--- config.mk ---
export PLATFORM = sky130hd
export DESIGN_NAME = quad_bram_ctrl
export DESIGN_NICKNAME = d
export VERILOG_FILES = /design/src/source/quad_bram_ctrl_pkg.sv /design/src/source/exec_if.sv /design/src/source/pfb_if.sv /design/src/source/quad_bram_ctrl.sv /design/src/source/exec_timing.sv /design/src/source/job_sequencer.sv /design/src/source/pfb_fetch.sv
export SDC_FILE = /design/constraint.sdc
export NUM_CORES = 1
export LEC_CHECK = 0
export ABC_AREA = 1
export BUFFER_PORTS_ARGS = -buffer_cell sky130_fd_sc_hd__buf_2
export CORE_MARGIN = 5
export CORE_UTILIZATION = 50
export CTS_BUF_LIST = sky130_fd_sc_hd__clkbuf_8
export DETAILED_ROUTE_END_ITERATION = 8
export PLACE_DENSITY_LB_ADDON = 0.08
export REMOVE_ABC_BUFFERS = 1
export SKIP_CTS_REPAIR_TIMING = 1
export SYNTH_ARGS = -nofsm -noshare
export SYNTH_HDL_FRONTEND = slang
export SYNTH_SLANG_ARGS = --single-unit
--- constraint.sdc ---
create_clock -name clk -period 1.7 [get_ports clk]
set_input_delay 0.17 -clock clk [delete_from_list [all_inputs] [get_ports clk]]
set_output_delay 0.17 -clock clk [all_outputs]
set_load 0.02 [all_outputs]
--- src/source/quad_bram_ctrl_pkg.sv ---
package quad_bram_ctrl_pkg;

    //////////////////////////////
    // Sizes
    //////////////////////////////

    // Depth of one quad-BRAM
    localparam int BRAM_DEPTH = 1024;
    // Row, column and address width, one bit short of the depth
    localparam int COORD_W = $clog2(BRAM_DEPTH) - 1;

    typedef logic [COORD_W-1:0] coord_t;
    // Prefetch buffer occupancy
    typedef logic [8:0]         pfb_count_t;
    // Sequencer phase, 0 to 4
    typedef logic [2:0]         cycle_t;
    // Row select into the AWE line buffers
    typedef logic [1:0]         gray_t;

    //////////////////////////////
    // Timing
    //////////////////////////////

    // Padded rows loaded before the AWEs start
    localparam int PRIME_ROWS       = 4;
    // Sequencer period
    localparam int SEQ_PHASES       = 5;
    // Width of the accept pulse
    localparam int ACCEPT_CYCLES    = 5;
    // Sequencer read to cycle count step
    localparam int CYCLE_INC_DELAY  = 2;
    // Sequencer read to pixel valid
    localparam int DOUT_VALID_DELAY = 3;

    //////////////////////////////
    // State machines
    //////////////////////////////

    // Job control
    typedef enum logic [2:0] {
        ST_IDLE,
        ST_PRIME,
        ST_WAIT_FETCH,
        ST_ACTIVE,
        ST_DONE
    } ctrl_state_t;

    // Fetch engine response tracking
    typedef enum logic {
        FETCH_IDLE,
        FETCH_ROW_REQ
    } fetch_state_t;

endpackage
--- src/source/exec_if.sv ---
`timescale 1ns/1ps

// Link between the job sequencer and the execution timing
interface exec_if;

    // Sequencer side
    logic job_begin;
    logic active;
    logic seq_rden;
    // Output row tracking
    logic row_end;
    logic last_row;

    modport seq (
        output job_begin,
        output active,
        output seq_rden,
        input  row_end,
        input  last_row
    );

    modport exec (
        input  job_begin,
        input  active,
        input  seq_rden,
        output row_end,
        output last_row
    );

endinterface

--- src/source/pfb_if.sv ---
`timescale 1ns/1ps

// Link between the fetch side and the job sequencer
interface pfb_if;
    import quad_bram_ctrl_pkg::*;

    // Sequencer strobes
    logic       job_begin;
    logic       pfb_rden;
    // Fetch side status
    logic       load_done;
    pfb_count_t pfb_count;
    coord_t     input_row;

    modport fetch (
        input  job_begin,
        input  pfb_rden,
        output load_done,
        output pfb_count,
        output input_row
    );

    modport seq (
        output job_begin,
        output pfb_rden,
        input  load_done,
        input  pfb_count,
        input  input_row
    );

endinterface

--- src/source/quad_bram_ctrl.sv ---
`timescale 1ns/1ps

module quad_bram_ctrl #(
    parameter int NUM_AWE        = 4,
    parameter int NUM_CE_PER_AWE = 2
) (
    input  logic                              clk,
    input  logic                              rst,
    input  quad_bram_ctrl_pkg::coord_t        num_input_cols,
    input  quad_bram_ctrl_pkg::coord_t        num_input_rows,
    // Job handshake
    input  logic                              job_start,
    output logic                              job_accept,
    output logic                              job_fetch_request,
    input  logic                              job_fetch_ack,
    input  logic                              job_fetch_complete,
    output logic                              job_complete,
    input  logic                              job_complete_ack,
    // Prefetch buffer
    input  quad_bram_ctrl_pkg::pfb_count_t    pfb_full_count,
    output logic                              pfb_rden,
    output quad_bram_ctrl_pkg::coord_t        wr_addr,
    output quad_bram_ctrl_pkg::coord_t        input_row,
    output quad_bram_ctrl_pkg::coord_t        input_col,
    // Execution
    input  logic                              row_matric,
    input  logic                              last_kernel,
    input  logic                              next_row,
    output logic                              seq_rden,
    output logic [NUM_AWE*NUM_CE_PER_AWE-1:0] ce_start,
    output quad_bram_ctrl_pkg::cycle_t        cycle_counter,
    output quad_bram_ctrl_pkg::gray_t         gray_code,
    output logic                              pixel_dataout_valid
);

    pfb_if  pfb_bus ();
    exec_if exe_bus ();

    // Fetch side
    pfb_fetch u_fetch (
        .clk                (clk),
        .rst                (rst),
        .job_fetch_ack      (job_fetch_ack),
        .job_fetch_complete (job_fetch_complete),
        .pfb_full_count     (pfb_full_count),
        .num_input_cols     (num_input_cols),
        .pfb                (pfb_bus),
        .input_col          (input_col)
    );

    // Job control
    job_sequencer u_seq (
        .clk               (clk),
        .rst               (rst),
        .job_start         (job_start),
        .job_fetch_ack     (job_fetch_ack),
        .job_complete_ack  (job_complete_ack),
        .row_matric        (row_matric),
        .last_kernel       (last_kernel),
        .pfb               (pfb_bus),
        .exe               (exe_bus),
        .job_accept        (job_accept),
        .job_fetch_request (job_fetch_request),
        .job_complete      (job_complete),
        .wr_addr           (wr_addr)
    );

    // AWE timing
    exec_timing #(
        .NUM_AWE        (NUM_AWE),
        .NUM_CE_PER_AWE (NUM_CE_PER_AWE)
    ) u_exec (
        .clk                 (clk),
        .rst                 (rst),
        .next_row            (next_row),
        .num_input_cols      (num_input_cols),
        .num_input_rows      (num_input_rows),
        .exe                 (exe_bus),
        .ce_start            (ce_start),
        .cycle_counter       (cycle_counter),
        .gray_code           (gray_code),
        .pixel_dataout_valid (pixel_dataout_valid)
    );

    assign pfb_rden  = pfb_bus.pfb_rden;
    assign input_row = pfb_bus.input_row;
    assign seq_rden  = exe_bus.seq_rden;

endmodule

--- src/source/exec_timing.sv ---
`timescale 1ns/1ps

module exec_timing #(
    parameter int NUM_AWE        = 4,
    parameter int NUM_CE_PER_AWE = 2
) (
    input  logic                                  clk,
    input  logic                                  rst,
    input  logic                                  next_row,
    input  quad_bram_ctrl_pkg::coord_t            num_input_cols,
    input  quad_bram_ctrl_pkg::coord_t            num_input_rows,
    exec_if.exec                                  exe,
    output logic [NUM_AWE*NUM_CE_PER_AWE-1:0]     ce_start,
    output quad_bram_ctrl_pkg::cycle_t            cycle_counter,
    output quad_bram_ctrl_pkg::gray_t             gray_code,
    output logic                                  pixel_dataout_valid
);
    import quad_bram_ctrl_pkg::*;

    localparam int CE_W = NUM_AWE * NUM_CE_PER_AWE;

    coord_t                      output_row;
    coord_t                      output_col;
    logic                        last_col;
    logic [DOUT_VALID_DELAY-1:0] rden_dly;
    logic                        cycle_inc;
    gray_t                       row_cnt;

    //////////////////////////////
    // Output position
    //////////////////////////////

    assign last_col = (output_col == num_input_cols);

    // Row closes on the next_row at the last column
    assign exe.row_end  = exe.active && next_row && last_col;
    assign exe.last_row = (output_row == num_input_rows);

    always_ff @(posedge clk) begin
        if (rst || exe.job_begin) begin
            output_col <= '0;
            output_row <= '0;
        end else if (exe.row_end) begin
            output_col <= '0;
            output_row <= output_row + 1'b1;
        end else if (exe.active && next_row) begin
            output_col <= output_col + 1'b1;
        end
    end

    //////////////////////////////
    // CE start cascade
    //////////////////////////////

    // One CE switched on per cycle
    always_ff @(posedge clk) begin
        if (rst) begin
            ce_start <= '0;
        end else begin
            ce_start <= {ce_start[CE_W-2:0], exe.active};
        end
    end

    //////////////////////////////
    // Sequencer delay taps
    //////////////////////////////

    // Bit n holds seq_rden from n+1 cycles back
    always_ff @(posedge clk) begin
        if (rst) begin
            rden_dly <= '0;
        end else begin
            rden_dly <= {rden_dly[DOUT_VALID_DELAY-2:0], exe.seq_rden};
        end
    end

    assign cycle_inc           = rden_dly[CYCLE_INC_DELAY-1];
    assign pixel_dataout_valid = rden_dly[DOUT_VALID_DELAY-1];

    // Phase counter, wraps after the last phase
    always_ff @(posedge clk) begin
        if (rst) begin
            cycle_counter <= '0;
        end else if (cycle_inc) begin
            if (cycle_counter == cycle_t'(SEQ_PHASES - 1)) begin
                cycle_counter <= '0;
            end else begin
                cycle_counter <= cycle_counter + 1'b1;
            end
        end
    end

    //////////////////////////////
    // Row select
    //////////////////////////////

    always_ff @(posedge clk) begin
        if (rst) begin
            row_cnt <= '0;
        end else if (next_row) begin
            row_cnt <= row_cnt + 1'b1;
        end
    end

    // Binary to gray, one bit flips per step
    assign gray_code = {row_cnt[1], row_cnt[1] ^ row_cnt[0]};

endmodule

--- src/source/job_sequencer.sv ---
`timescale 1ns/1ps

module job_sequencer (
    input  logic                       clk,
    input  logic                       rst,
    input  logic                       job_start,
    input  logic                       job_fetch_ack,
    input  logic                       job_complete_ack,
    input  logic                       row_matric,
    input  logic                       last_kernel,
    pfb_if.seq                         pfb,
    exec_if.seq                        exe,
    output logic                       job_accept,
    output logic                       job_fetch_request,
    output logic                       job_complete,
    output quad_bram_ctrl_pkg::coord_t wr_addr
);
    import quad_bram_ctrl_pkg::*;

    ctrl_state_t              state;
    ctrl_state_t              state_nxt;
    ctrl_state_t              ret_state;
    logic [ACCEPT_CYCLES-1:0] accept_sr;
    logic                     job_begin;
    logic                     pfb_empty;
    logic                     prime_done;
    logic                     go_fetch;
    logic                     complete_seen;

    //////////////////////////////
    // Status decode
    //////////////////////////////

    assign pfb_empty  = (pfb.pfb_count == '0);
    // All priming rows have gone through the buffer
    assign prime_done = (pfb.input_row == coord_t'(PRIME_ROWS));

    // Job taken only from idle
    assign job_begin     = (state == ST_IDLE) && job_start;
    assign pfb.job_begin = job_begin;
    assign exe.job_begin = job_begin;

    // Complete handshake closes on the first ack with complete up
    assign complete_seen = job_complete && job_complete_ack;

    //////////////////////////////
    // Job FSM
    //////////////////////////////

    always_comb begin
        state_nxt = state;
        go_fetch  = 1'b0;
        case (state)
            ST_IDLE: begin
                if (job_start) begin
                    state_nxt = ST_PRIME;
                end
            end
            ST_PRIME: begin
                // Refill until the priming rows are in
                if (pfb_empty) begin
                    if (prime_done) begin
                        state_nxt = ST_ACTIVE;
                    end else begin
                        go_fetch  = 1'b1;
                        state_nxt = ST_WAIT_FETCH;
                    end
                end
            end
            ST_WAIT_FETCH: begin
                if (pfb.load_done) begin
                    state_nxt = ret_state;
                end
            end
            ST_ACTIVE: begin
                // Decisions only at an output row boundary
                if (exe.row_end) begin
                    if (exe.last_row) begin
                        state_nxt = ST_DONE;
                    end else if (pfb_empty) begin
                        go_fetch  = 1'b1;
                        state_nxt = ST_WAIT_FETCH;
                    end
                end
            end
            ST_DONE: begin
                if (complete_seen) begin
                    state_nxt = ST_IDLE;
                end
            end
            default: state_nxt = ST_IDLE;
        endcase
    end

    always_ff @(posedge clk) begin
        if (rst) begin
            state     <= ST_IDLE;
            ret_state <= ST_IDLE;
        end else begin
            state <= state_nxt;
            // Where to resume once the row has landed
            if (go_fetch) begin
                ret_state <= state;
            end
        end
    end

    //////////////////////////////
    // Handshakes
    //////////////////////////////

    // Accept pulse walks through the stages
    always_ff @(posedge clk) begin
        if (rst) begin
            accept_sr <= '0;
        end else begin
            accept_sr <= {accept_sr[ACCEPT_CYCLES-2:0], job_begin};
        end
    end

    assign job_accept = |accept_sr;

    // Request raised with the wait state, dropped after the ack
    always_ff @(posedge clk) begin
        if (rst) begin
            job_fetch_request <= 1'b0;
        end else if (go_fetch) begin
            job_fetch_request <= 1'b1;
        end else if (job_fetch_ack) begin
            job_fetch_request <= 1'b0;
        end
    end

    always_ff @(posedge clk) begin
        if (rst) begin
            job_complete <= 1'b0;
        end else if (complete_seen) begin
            job_complete <= 1'b0;
        end else if (state == ST_DONE) begin
            job_complete <= 1'b1;
        end
    end

    //////////////////////////////
    // Read strobes
    //////////////////////////////

    // Priming drains freely, active drains on the last kernel of a row
    assign pfb.pfb_rden = !pfb_empty &&
                          ((state == ST_PRIME) ||
                           ((state == ST_ACTIVE) && row_matric && last_kernel));

    // One BRAM write per PFB read
    always_ff @(posedge clk) begin
        if (rst || job_begin) begin
            wr_addr <= '0;
        end else if (pfb.pfb_rden) begin
            wr_addr <= wr_addr + 1'b1;
        end
    end

    assign exe.active   = (state == ST_ACTIVE);
    // Sequencer pauses for the row end cycle
    assign exe.seq_rden = (state == ST_ACTIVE) && !exe.row_end;

endmodule

--- src/source/pfb_fetch.sv ---
`timescale 1ns/1ps

module pfb_fetch (
    input  logic                           clk,
    input  logic                           rst,
    input  logic                           job_fetch_ack,
    input  logic                           job_fetch_complete,
    input  quad_bram_ctrl_pkg::pfb_count_t pfb_full_count,
    input  quad_bram_ctrl_pkg::coord_t     num_input_cols,
    pfb_if.fetch                           pfb,
    output quad_bram_ctrl_pkg::coord_t     input_col
);
    import quad_bram_ctrl_pkg::*;

    fetch_state_t fetch_state;
    pfb_count_t   count;
    coord_t       row;
    logic         col_wrap;

    //////////////////////////////
    // Fetch response FSM
    //////////////////////////////

    // Ack opens the row request, complete closes it
    always_ff @(posedge clk) begin
        if (rst) begin
            fetch_state <= FETCH_IDLE;
        end else begin
            case (fetch_state)
                FETCH_IDLE: begin
                    if (job_fetch_ack) begin
                        fetch_state <= FETCH_ROW_REQ;
                    end
                end
                FETCH_ROW_REQ: begin
                    if (job_fetch_complete) begin
                        fetch_state <= FETCH_IDLE;
                    end
                end
                default: fetch_state <= FETCH_IDLE;
            endcase
        end
    end

    // Single cycle, only for an acknowledged request
    assign pfb.load_done = (fetch_state == FETCH_ROW_REQ) && job_fetch_complete;

    //////////////////////////////
    // PFB occupancy
    //////////////////////////////

    // Load and read never overlap, reads need a non-empty buffer
    always_ff @(posedge clk) begin
        if (rst || pfb.job_begin) begin
            count <= '0;
        end else if (pfb.load_done) begin
            count <= pfb_full_count;
        end else if (pfb.pfb_rden) begin
            count <= count - 1'b1;
        end
    end

    assign pfb.pfb_count = count;

    //////////////////////////////
    // Input position
    //////////////////////////////

    // Last entry of a padded row
    assign col_wrap = (input_col == num_input_cols);

    always_ff @(posedge clk) begin
        if (rst || pfb.job_begin) begin
            input_col <= '0;
            row       <= '0;
        end else if (pfb.pfb_rden) begin
            if (col_wrap) begin
                input_col <= '0;
                row       <= row + 1'b1;
            end else begin
                input_col <= input_col + 1'b1;
            end
        end
    end

    assign pfb.input_row = row;

endmodule

Word level (Yosys, flattened, before mapping) --
Cells that the tools add are included.
Operators by class: $add $sub $neg 8, eq/ne operators 15, mux-type cells 24, bitwise gates (word level) 2, reduce and logical (&&, ||, !) cells 22
Operators with widths (count):
- 9-bit by 1-bit adder with 9-bit output, second input constant | 5
- 9-bit == test | 3
- 9-bit two-way mux | 3
- 3-bit two-way mux | 8
- 3-bit case mux with 5 select lines | 1
- 1-bit two-way mux | 10
- 9-bit by 3-bit == test with 1-bit output, second input constant | 1
- 1-bit logical AND | 9
- 9-bit zero test | 1
- 9-bit by 1-bit subtractor with 9-bit output, second input constant | 1
- 3-bit by 2-bit == test with 1-bit output, second input constant | 2
- 3-bit == test, second input constant | 2
- 2-bit != test, second input constant | 3
- 6-bit AND reduction | 1
- 5-bit OR reduction | 1
- 2-bit by 1-bit != test with 1-bit output, second input constant | 2
- 1-bit case mux with 2 select lines | 2
- 2-bit nonzero test | 2
- 2-bit OR reduction | 2
- 3-bit by 1-bit adder with 3-bit output, second input constant | 1
- 3-bit by 1-bit == test with 1-bit output, second input constant | 1
- 3-bit zero test | 1
- 3-bit != test, second input constant | 1
- 2-bit by 1-bit adder with 2-bit output, second input constant | 1
- 5 further kinds | 7
Word-level totals: register bits after elaboration 84, input bits 36, output and inout bits 46, word-level logic and storage cells 87

Logic depth before layout (Yosys ltp) --
Gate-level depths: netlist of run 1.
depth after elaboration 7, depth in mapped cells 12, mapped depth without buffers 12

Modules after synthesis --
A second synthesis of run 1 with hierarchy kept.
Second synthesis, totals: cells, all modules 717, area total of the unflattened synthesis 4734.5 µm²
By module, submodules not included:
- exec_timing | instances 1, cells each 261, area an instance 1829.3 µm², seq. area each 680.7 µm²
- pfb_fetch | instances 1, cells each 275, area an instance 1736.7 µm², seq. area each 560.5 µm²
- job_sequencer | instances 1, cells each 181, area an instance 1168.6 µm², seq. area each 440.4 µm²

Least setup slack after synthesis of run 1 --
Ideal clock, no wire load.
path kind register to register, start reg u_fetch.count[0] (netlist: u_fetch.pfb.pfb_count[0]), end reg u_seq.wr_addr[7], setup time 117 ps, arrival 1425 ps, required time 1583 ps, slack 158 ps, stages on the path, launching flop included 12, buffers on the path 1, clock period less this slack 1542 ps, cells stage by stage dfxtp_1 inv_1 ha_1 nand2_2 nor2_2 nand2_2 nand2_2 inv_2 buf_4 nand3_1 o21ai_1 a21oi_1
On the way: cells in the longest elaborated chain, start to end 3
RTL lines:
- start: declaration | line pfb_fetch.sv:16 | pfb_count_t count;
- start signal: assignment | line pfb_fetch.sv:57 | count <= pfb_full_count;
- start signal: assignment | line pfb_fetch.sv:59 | count <= count - 1'b1;
- 9-bit zero test | line job_sequencer.sv:34 | assign pfb_empty = (pfb.pfb_count == '0);
- 1-bit zero test | line job_sequencer.sv:149 | assign pfb.pfb_rden = !pfb_empty &&
- 1-bit logical AND | line job_sequencer.sv:149
- named net pfb_rden | line quad_bram_ctrl.sv:21 | output logic pfb_rden,
- end signal: assignment | line job_sequencer.sv:158 | wr_addr <= wr_addr + 1'b1;
- end: declaration | line job_sequencer.sv:16 | output quad_bram_ctrl_pkg::coord_t wr_addr
The timed path passes the listed nets, and every way through them passes these cells. A chain may end at the register's enable or synchronous reset.

Final worst setup path of run 1 --
start reg u_seq.state[2], end out seq_rden
On the way: cells in the longest elaborated chain, start to end 5
RTL lines:
- start: declaration | line job_sequencer.sv:20 | ctrl_state_t state;
- start signal: assignment | line job_sequencer.sv:100 | state <= state_nxt;
- 3-bit by 2-bit == test with 1-bit output (*) | line job_sequencer.sv:162, job_sequencer.sv:164
- 1-bit logical AND (2 in a row) | line exec_timing.sv:36 | assign exe.row_end = exe.active && next_row && last_col;
- 1-bit zero test | line job_sequencer.sv:164 | assign exe.seq_rden = (state == ST_ACTIVE) && !exe.row_end;
- 1-bit logical AND (*) | line job_sequencer.sv:164
- end: declaration | line quad_bram_ctrl.sv:29 | output logic seq_rden,
Every way passes the cells marked *; elsewhere a longest branch is shown, timed or not.

==> results of run 1 <==
## worst paths after layout
| path | to | cells past startpoint | from |
|---|---|---|---|
| min | u_seq.job_complete$_SDFFE_PP0P_ | 2 | job_complete_ack |
| min reg2reg | u_exec.rden_dly[1]$_SDFF_PP0_ | 2 | u_exec.rden_dly[0]$_SDFF_PP0_ |
| max | seq_rden | 10 | u_seq.state[2]$_SDFFE_PP0P_ |
| max reg2reg | u_seq.state[0]$_SDFFE_PP0P_ | 12 | u_seq.state[2]$_SDFFE_PP0P_ |
## through the flow
| step | hold WS (ns) | setup slack (ns) |
|---|---|---|
| 5_1_grt | -0.00704 | -0.199 |
| 2_1_floorplan | 0.239 | -0.220 |
| 6_report | -0.0126 | -0.0955 |
| 3_5_place_dp | 0.370 | -0.0407 |
| 4_1_cts | -0.0191 | -0.300 |
| 3_3_place_gp | 0.371 | 0.0421 |
## registers in the layout, indices dropped and copies added (netlist names)
register                 count
u_exec.output_col            9
u_exec.output_row            9
u_fetch.input_col            9
u_fetch.pfb.input_row        9
u_fetch.pfb.pfb_count        9
u_seq.wr_addr                9
u_exec.ce_start              8
u_seq.accept_sr              5
u_exec.cycle_counter         3
u_exec.rden_dly              3
u_seq.ret_state              3
u_seq.state                  3
u_exec.row_cnt               2
u_fetch.fetch_state          1
u_seq.job_complete           1
u_seq.job_fetch_request      1
## placed cells by master (no fill, tap or decap), types with 8 or more instances in the layout
cell	count
a21oi_1	36
buf_2	80
buf_4	36
clkbuf_8	9
dfxtp_1	76
dfxtp_2	8
ha_1	8
inv_1	82
nand2_1	111
nand2_2	9
nand3_1	25
nand4_1	15
nor2_1	67
nor3_1	25
o21ai_0	18
xnor2_1	20
xor2_1	18
## kinds of logic after synthesis
kind of cell / synth area share
adder cells (fa/ha/maj): 0.0260
flip-flops: 0.388
AO/OA/AOI/OAI: 0.110
AND/OR/NAND/NOR: 0.295
XOR/XNOR: 0.0806
buffers and inverters: 0.0999
## area by class of cell
type / instances / share of cell area
clock buffers: 9 / 0.0226
well taps: 108 / 0.0247
repair buffers: 123 / 0.138
flip-flops and latches: 84 / 0.309
inverters: 90 / 0.0640
clock inverters: 7 / 0.0194
multi-input cells: 413 / 0.422
## power groups by stage
| stage | clock network (W) | logic (W) | registers [W] |
|---|---|---|---|
| final | 0.00164 | 0.00211 | 0.00228 |
| after global routing | 0.00178 | 0.00233 | 0.00230 |
| after global placement | 0 | 0.00168 | 0.00229 |
| after detailed placement | 0 | 0.00170 | 0.00230 |
| after CTS | 0.00167 | 0.00171 | 0.00225 |
| after floorplan | 0 | 0.00109 | 0.00233 |
## layer usage
layer | global-route usage | wire (um) | vias up | part of all wire
met4 | 0.0886 | 183 | 0 | 0.018
met1 | 0.252 | 4880 | 1878 | 0.47
met3 | 0.0392 | 609 | 16 | 0.058
met2 | 0.309 | 4780 | 102 | 0.46
met5 | 0 | 0 | - | 0
li1 | - | - | 2164 | -
==> flow_summary.toml, run 1 <==
[finish]
fill_cells = 791
finalCoreUtilization = 0.637
drive_above_1_share = 0.270
n_antenna_cell = 0
area_delta_synth_final_pct = 26.5
register_area_um2 = 1690
stdcell_area_um2 = 5480
layout.cells.non_filler = 834
final_nets = 766
multi_input_area_um2 = 2310

[synthesis]
synth_top_area_share = 0.388
netlist_area_um2 = 4330
synth_flop_cell = "dfxtp_1"
postSynthCellCount = 603
synth_top_cells_by_count = "nand2_1, inv_1, dfxtp_1"
ys_types = 39
avgSynthCellArea_um2 = 7.18
synth-seq-cells = 84
async_flop_share = 0
synth_edf_count = 0
yosys_warnings = 0
synthTopCellsByArea = "dfxtp_1, nand2_1, inv_1"
yosysSeqAreaShare = 0.388
yosysMostFrequentCell = "nand2_1"
yosys.area.top_type = "dfxtp_1"

[detailed_routing]
drtIter0Drc = 194
firstDrtPassIters = 5
drt-total-wl_mm = 10.5
drc = 0
wl_per_cell_um = 12.5
ant_nets = 0
route.vias.total = 4160
viasPerCell = 4.99

[worst_hold_path]
hold_class = "primary input to flop"

[global_routing]
grt_pass1_vias = 3757
grt_max_degree = 25
grt_overflow = 0
antenna_found_initial = 0
grt_use_total = 0.194
grt_pass1_wl_mm = 16.5

[cts]
clkTransAtPathRegs_ns = 0.09
cts_tree = "built"
cts_buffers = 9
cts_root_buf = "clkbuf_8"
clock_tree.buffer_depth = 2
h-tree-depth = 3
cts_sinks = 84
clkLatencyLatePin_ns = 0.37

[power]
seqPwrFrac = 0.378
leakage_nw = 2.44
power_w = 0.00603
p_sw_w = 0.00213
pwr_density_cell_nw_per_um2 = 1100
peakVddDrop_v = 0.000656
internal_power_w = 0.00389
swShare = 0.354
power_frac_comb = 0.350
clock_power_share = 0.272

[timing]
setup_viol = 2
rsz0062_at_grt = "yes"
hold_ws_ns = -0.0126
tightest_slew_ns = 0.501
tns_ns = -0.123
slew_viol_final = 0
fin_crit_ns = 1.80
hold_viol = 1
slew_headroom = 0.666
fin_worst_skew_ns = 0.0108
finalCritPeriodShare = 1.06
setup_ws_ns = -0.0955
fmax_ghz = 0.557

[placed_design]
placed_cell_area_um2 = 4990
portBuffers = 81
dp.cells = 804
gp_congestion = 0.881
hpwl_mm = 7.70

[worst_setup_path]
slowest_delay_ns = 0.33
start_kind = "flop"
worstPathCellList = "buf_6 -> nor2_4 -> nand2_4 -> nor2_4 -> nand2_2 -> nor2_4 -> nand2_4 -> inv_4 -> nor2_2 -> buf_6"
cp.arrival_ns = 1.63
crit_fanout = 7
critPathBufInv = 3
crit_type = "flop to output port"
cp_slowest_cell = "dfxtp_2"
path_common_cell = "nor2_4"
rrSetupSlack_ns = 0
crit_path_end_kind = "output port"
cp_top_family = "simple AND/OR/NAND/NOR gates"
cp.required_ns = 1.53

[outcome]
violations = "hold timing, setup timing"
outcome = "finished, violations left"

[die]
core_area_um2 = 8590
io_pins = 82
placementRows = 34
initial_utilization = 0.504
die_w_um = 103
die-area_um2 = 10600
die_h_um = 103

[job]
cap_violations = 0
Power figures use the tool's default switching activity.
==> run 2, diff against run 1 <==
GPL_TIMING_DRIVEN = 0   (was default)
==> run 2 against run 1 <==
- sequential share of layout area is 0.41 points lower
- via count down 0.43%
- global-route usage fell by 1.1 points
- largest cell class unchanged
- combinational power up 9%
- the run ends with setup timing left
- largest power group is now combinational logic
- critical path type unchanged
- total power increased by 2.8%
- clock skew is 0.00097 ns lower
- non-clock buffer count down 5
- sequential power hardly changed
- hold slack better by 0.035 ns
==> flow_summary.toml, run 2 (synthesized netlist as in run 1, its figures left out) <==
[placed_design]
dp.cells = 776
portBuffers = 81
hpwl_mm = 7.02
place_ws_ns = -0.768
gp_congestion = 0.819

[global_routing]
grt_overflow = 0
use_met1 = 0.238
grt_pass1_wl_mm = 15.7
met2_usage = 0.300
busiest_layer = "met2"
use_met3 = 0.0352
grt_use_total = 0.182
grt_pass1_vias = 3613
antenna_found_initial = 0
grt_max_degree = 26

[cts]
clock_tree.buffer_depth = 2
cts_root_buf = "clkbuf_8"
cts_tree = "built"
h-tree-depth = 3
clkTransAtPathRegs_ns = 0.08
clkLatencyLatePin_ns = 0.35
cts_sinks = 84
cts_buffers = 9

[timing]
fin_worst_skew_ns = 0.00982
tightest_slew_ns = 0.430
rsz0062_at_grt = "yes"
slew_viol_final = 0
fin_crit_ns = 1.78
hold_ws_ns = 0.0225
fmax_ghz = 0.563
hold_viol = 0
setup_ws_ns = -0.0751
finalCritPeriodShare = 1.04
slew_headroom = 0.713
setup_viol = 3
tns_ns = -0.116

[worst_setup_path]
cp.required_ns = 1.53
cp.arrival_ns = 1.61
start_kind = "flop"
worstPathCellList = "inv_2 -> nor2_4 -> nand2_4 -> nor2_4 -> nand2_2 -> nor2_4 -> nand2_4 -> inv_4 -> nor2_4 -> buf_6"
crit_fanout = 6
crit_type = "flop to output port"
crit_path_end_kind = "output port"
slowest_delay_ns = 0.35
cp_slowest_cell = "dfxtp_2"
r2r_cells = 12
path_common_cell = "nor2_4"

[outcome]
violations = "setup timing"
outcome = "finished, violations left"

[detailed_routing]
drc = 0
firstDrtPassIters = 4
viasPerCell = 4.99
drt-total-wl_mm = 10.3
wl_per_cell_um = 12.4
drtIter0Drc = 160
route.vias.total = 4142
ant_nets = 0

[finish]
final_nets = 763
final_common_cell = "nand2_1"
drive_above_1_share = 0.287
area_delta_synth_final_pct = 28.6
n_antenna_cell = 0
layout.cells.non_filler = 830
final_cell_mix = "nand2_1, inv_1, buf_2"
finalCoreUtilization = 0.648

[job]
cap_violations = 0

[die]
die-area_um2 = 10600
die_h_um = 103
initial_utilization = 0.504
die_w_um = 103
core_area_um2 = 8590
placementRows = 34
io_pins = 82

[power]
peakVddDrop_v = 0.000658
pwr_density_cell_nw_per_um2 = 1110
leakage_nw = 2.46

[worst_hold_path]
min_path_cells = 2
hold_class = "primary input to flop"
[run 2: cell types whose count changed in the layout (fill, tap and decap cells not counted), moves of 3 or more]
cell and delta:
nand3_2 +5, xnor2_1 -3, buf_4 -3, xnor2_2 +3, nand3_1 -5, dfxtp_2 +5
a21oi_2 -3, o21ai_0 -3, dfxtp_1 -5
[run 2: report_power, final]
| group | switching [W] | internal, W | leakage (nW) |
|---|---|---|---|
| combinational | 0.00133 | 0.000970 | 1.66 |
| clock | 0.000713 | 0.000901 | 0.117 |
| sequential | 0.000156 | 0.00213 | 0.686 |
[run 2: cell type report]
type / instances / area, um^2
clock inverter: 4 / 72.6
multi-input combinational: 414 / 2420
timing repair inverter: 1 / 8.76
tap: 108 / 135
inverter: 90 / 364
clock buffer: 11 / 151
timing repair buffer: 118 / 719
fill: 779 / 3020
sequential: 84 / 1700
[run 2: path summary, 6_finish.rpt]
check,from,endpoint,slack [ns]
worst min register to register,u_exec.rden_dly[0]$_SDFF_PP0_,u_exec.rden_dly[1]$_SDFF_PP0_,0.41
worst max-delay path,u_seq.state[0]$_SDFFE_PP0P_,seq_rden,-0.08
worst max register to register,u_seq.state[0]$_SDFFE_PP0P_,u_seq.state[0]$_SDFFE_PP0P_,-0.02
worst min-delay path,job_complete_ack,u_seq.job_complete$_SDFFE_PP0P_,0.02
[run 2: stage by stage]
step | instance area [um^2] | total power, W
after detailed placement | 4780 | 0.00381
final | 5570 | 0.00619
after floorplan | 4240 | 0.00342
after CTS | 5000 | 0.00542
after global routing | 5570 | 0.00655
after global placement | 4780 | 0.00377
[run 2: routing by layer]
metal,share of wire,wire [um]
met2,0.47,4800
met3,0.052,534
met4,0.014,142
met1,0.47,4800
met5,0,0
[run 2: worst max-delay path: cells and delay by family, from the launching register on]
kind | cells | cell delay, ns
DFF | 1 | 0.35
buffers and inverters | 3 | 0.25
and+or+nand+nor | 7 | 0.66
==> run 3, diff against run 2 <==
CORE_MARGIN = 10   (was 5)
clock period = 2.3 ns   (was 1.7 ns; I/O delays follow)
==> run 3 against run 2 <==
- the flow now finishes without violations
- sequential power decreased by 27%
- critical path depth decreased by 2
- first-iteration DRC count increased by 6.9%
- final area decreased by 9.3%
- critical path type unchanged
- largest power group is now sequential cells
==> flow_summary.toml, run 3 (synthesized netlist as in run 1, its figures left out) <==
[detailed_routing]
viasPerCell = 5.02
ant_nets = 0
route.vias.total = 3973
drt-total-wl_mm = 10.3
wl_per_cell_um = 13.0
drc = 0
drtIter0Drc = 171
firstDrtPassIters = 5

[power]
leakage_nw = 2.22
seqPwrFrac = 0.413
internal_power_w = 0.00260
pwr_density_cell_nw_per_um2 = 801
clock_power_share = 0.293
power_w = 0.00405
swShare = 0.357
peakVddDrop_v = 0.000454
p_sw_w = 0.00144
power_frac_comb = 0.293

[die]
die_w_um = 113
initial_utilization = 0.519
placementRows = 33
die-area_um2 = 12800
core_area_um2 = 8340
io_pins = 82
die_h_um = 113

[worst_hold_path]
min_to = "u_seq.job_complete$_SDFFE_PP0P_"
min_path_cells = 2
min_from = "job_complete_ack"
hold_class = "primary input to flop"

[finish]
n_antenna_cell = 0
stdcell_area_um2 = 5050
final_nets = 727
final_cell_mix = "nand2_1, inv_1, dfxtp_1"
drive_above_1_share = 0.191
final_common_cell = "nand2_1"
area_delta_synth_final_pct = 16.6

[job]
cap_violations = 0

[global_routing]
met2_usage = 0.278
grt_overflow = 0
busiest_layer = "met2"
antenna_found_initial = 0
grt_use_total = 0.160
grt_max_degree = 26
grt_pass1_wl_mm = 17.4
use_met3 = 0.0486
use_met1 = 0.188
grt_pass1_vias = 3840

[worst_setup_path]
crit_type = "flop to output port"
r2r-start = "u_seq.state[2]$_SDFFE_PP0P_"
cp.arrival_ns = 1.91
rrSetupSlack_ns = 0.26
crit_fanout = 20
r2r_cells = 9
crit_path_end_kind = "output port"
start_kind = "flop"
cp.required_ns = 2.07
r2r_end = "u_exec.output_col[5]$_SDFFE_PP0P_"

[timing]
slew_headroom = 0.680
rsz0062_at_grt = "no"
fin_crit_ns = 2.14
setup_viol = 0
fmax_ghz = 0.468
finalCritPeriodShare = 0.930
hold_viol = 0
tightest_slew_ns = 0.479
slew_viol_final = 0
fin_worst_skew_ns = 0.0127

[cts]
cts_tree = "built"
clock_tree.buffer_depth = 2
cts_root_buf = "clkbuf_8"
clkLatencyLatePin_ns = 0.36
cts_sinks = 84
cts_buffers = 9
clkTransAtPathRegs_ns = 0.09
h-tree-depth = 3

[placed_design]
hpwl_mm = 7.79
placed_cell_area_um2 = 4770
gp_congestion = 0.902
portBuffers = 81

[outcome]
outcome = "finished, final reports clean"
[run 3: worst max-delay path: stages (launching register included)]
cell	delay, ns
dfxtp_1	0.35
inv_1	0.06
ha_1	0.25
nand2_2	0.13
nor2_2	0.06
nand2_2	0.14
nand2_8	0.14
inv_4	0.21
buf_2	0.20
[run 3: how the worst max path moves through the flow]
stage | startpoint | endpoint | cells after the start
final | u_fetch.pfb.pfb_count[0]$_SDFFE_PP0P_ | pfb_rden | 8
after global routing | u_fetch.pfb.pfb_count[1]$_SDFFE_PP0P_ | pfb_rden | 8
after CTS | u_fetch.pfb.pfb_count[0]$_SDFFE_PP0P_ | u_fetch.input_col[3]$_SDFFE_PP0P_ | 10
after detailed placement | rst | u_exec.output_col[5]$_SDFFE_PP0P_ | 7
after global placement | rst | u_exec.output_col[5]$_SDFFE_PP0P_ | 7
after floorplan | u_fetch.pfb.pfb_count[0]$_SDFFE_PP0P_ | u_fetch.input_col[3]$_SDFFE_PP0P_ | 10
[run 3: power by group through the flow]
stage | clock [W] | sequential (W) | combinational [W]
after floorplan | 0 | 0.00172 | 0.000803
after global placement | 0 | 0.00170 | 0.00110
after detailed placement | 0 | 0.00171 | 0.00113
after CTS | 0.00122 | 0.00167 | 0.00114
after global routing | 0.00129 | 0.00169 | 0.00134
final | 0.00119 | 0.00167 | 0.00119
[run 3: layer usage]
layer | wire length (um) | share of wire
met1 | 4650 | 0.45
met2 | 5080 | 0.49
met3 | 478 | 0.047
met4 | 68 | 0.0066
met5 | 0 | 0
[run 3: cell type report]
| cell class | instances | area, um^2 |
|---|---|---|
| inverters | 90 | 342 |
| fillers | 830 | 3290 |
| clock buffers | 10 | 138 |
| multi-input cells | 413 | 2250 |
| clock inverters | 6 | 86.3 |
| well taps | 105 | 131 |
| repair buffers | 84 | 428 |
| flip-flops and latches | 84 | 1680 |
[run 3: metrics by stage]
step	hold WS (ns)	TNS (ns)	worst slack [ns]	utilization	std cells
3_5_place_dp	0.399	-6.96	-0.358	0.572	773
3_3_place_gp	0.391	-6.18	-0.324	0.572	773
5_1_grt	0.0569	0	0.0223	0.606	792
6_report	0.0658	0	0.162	0.606	792
2_1_floorplan	0.299	0	0.380	-	587
4_1_cts	0.0504	-3.81	-0.289	0.599	789
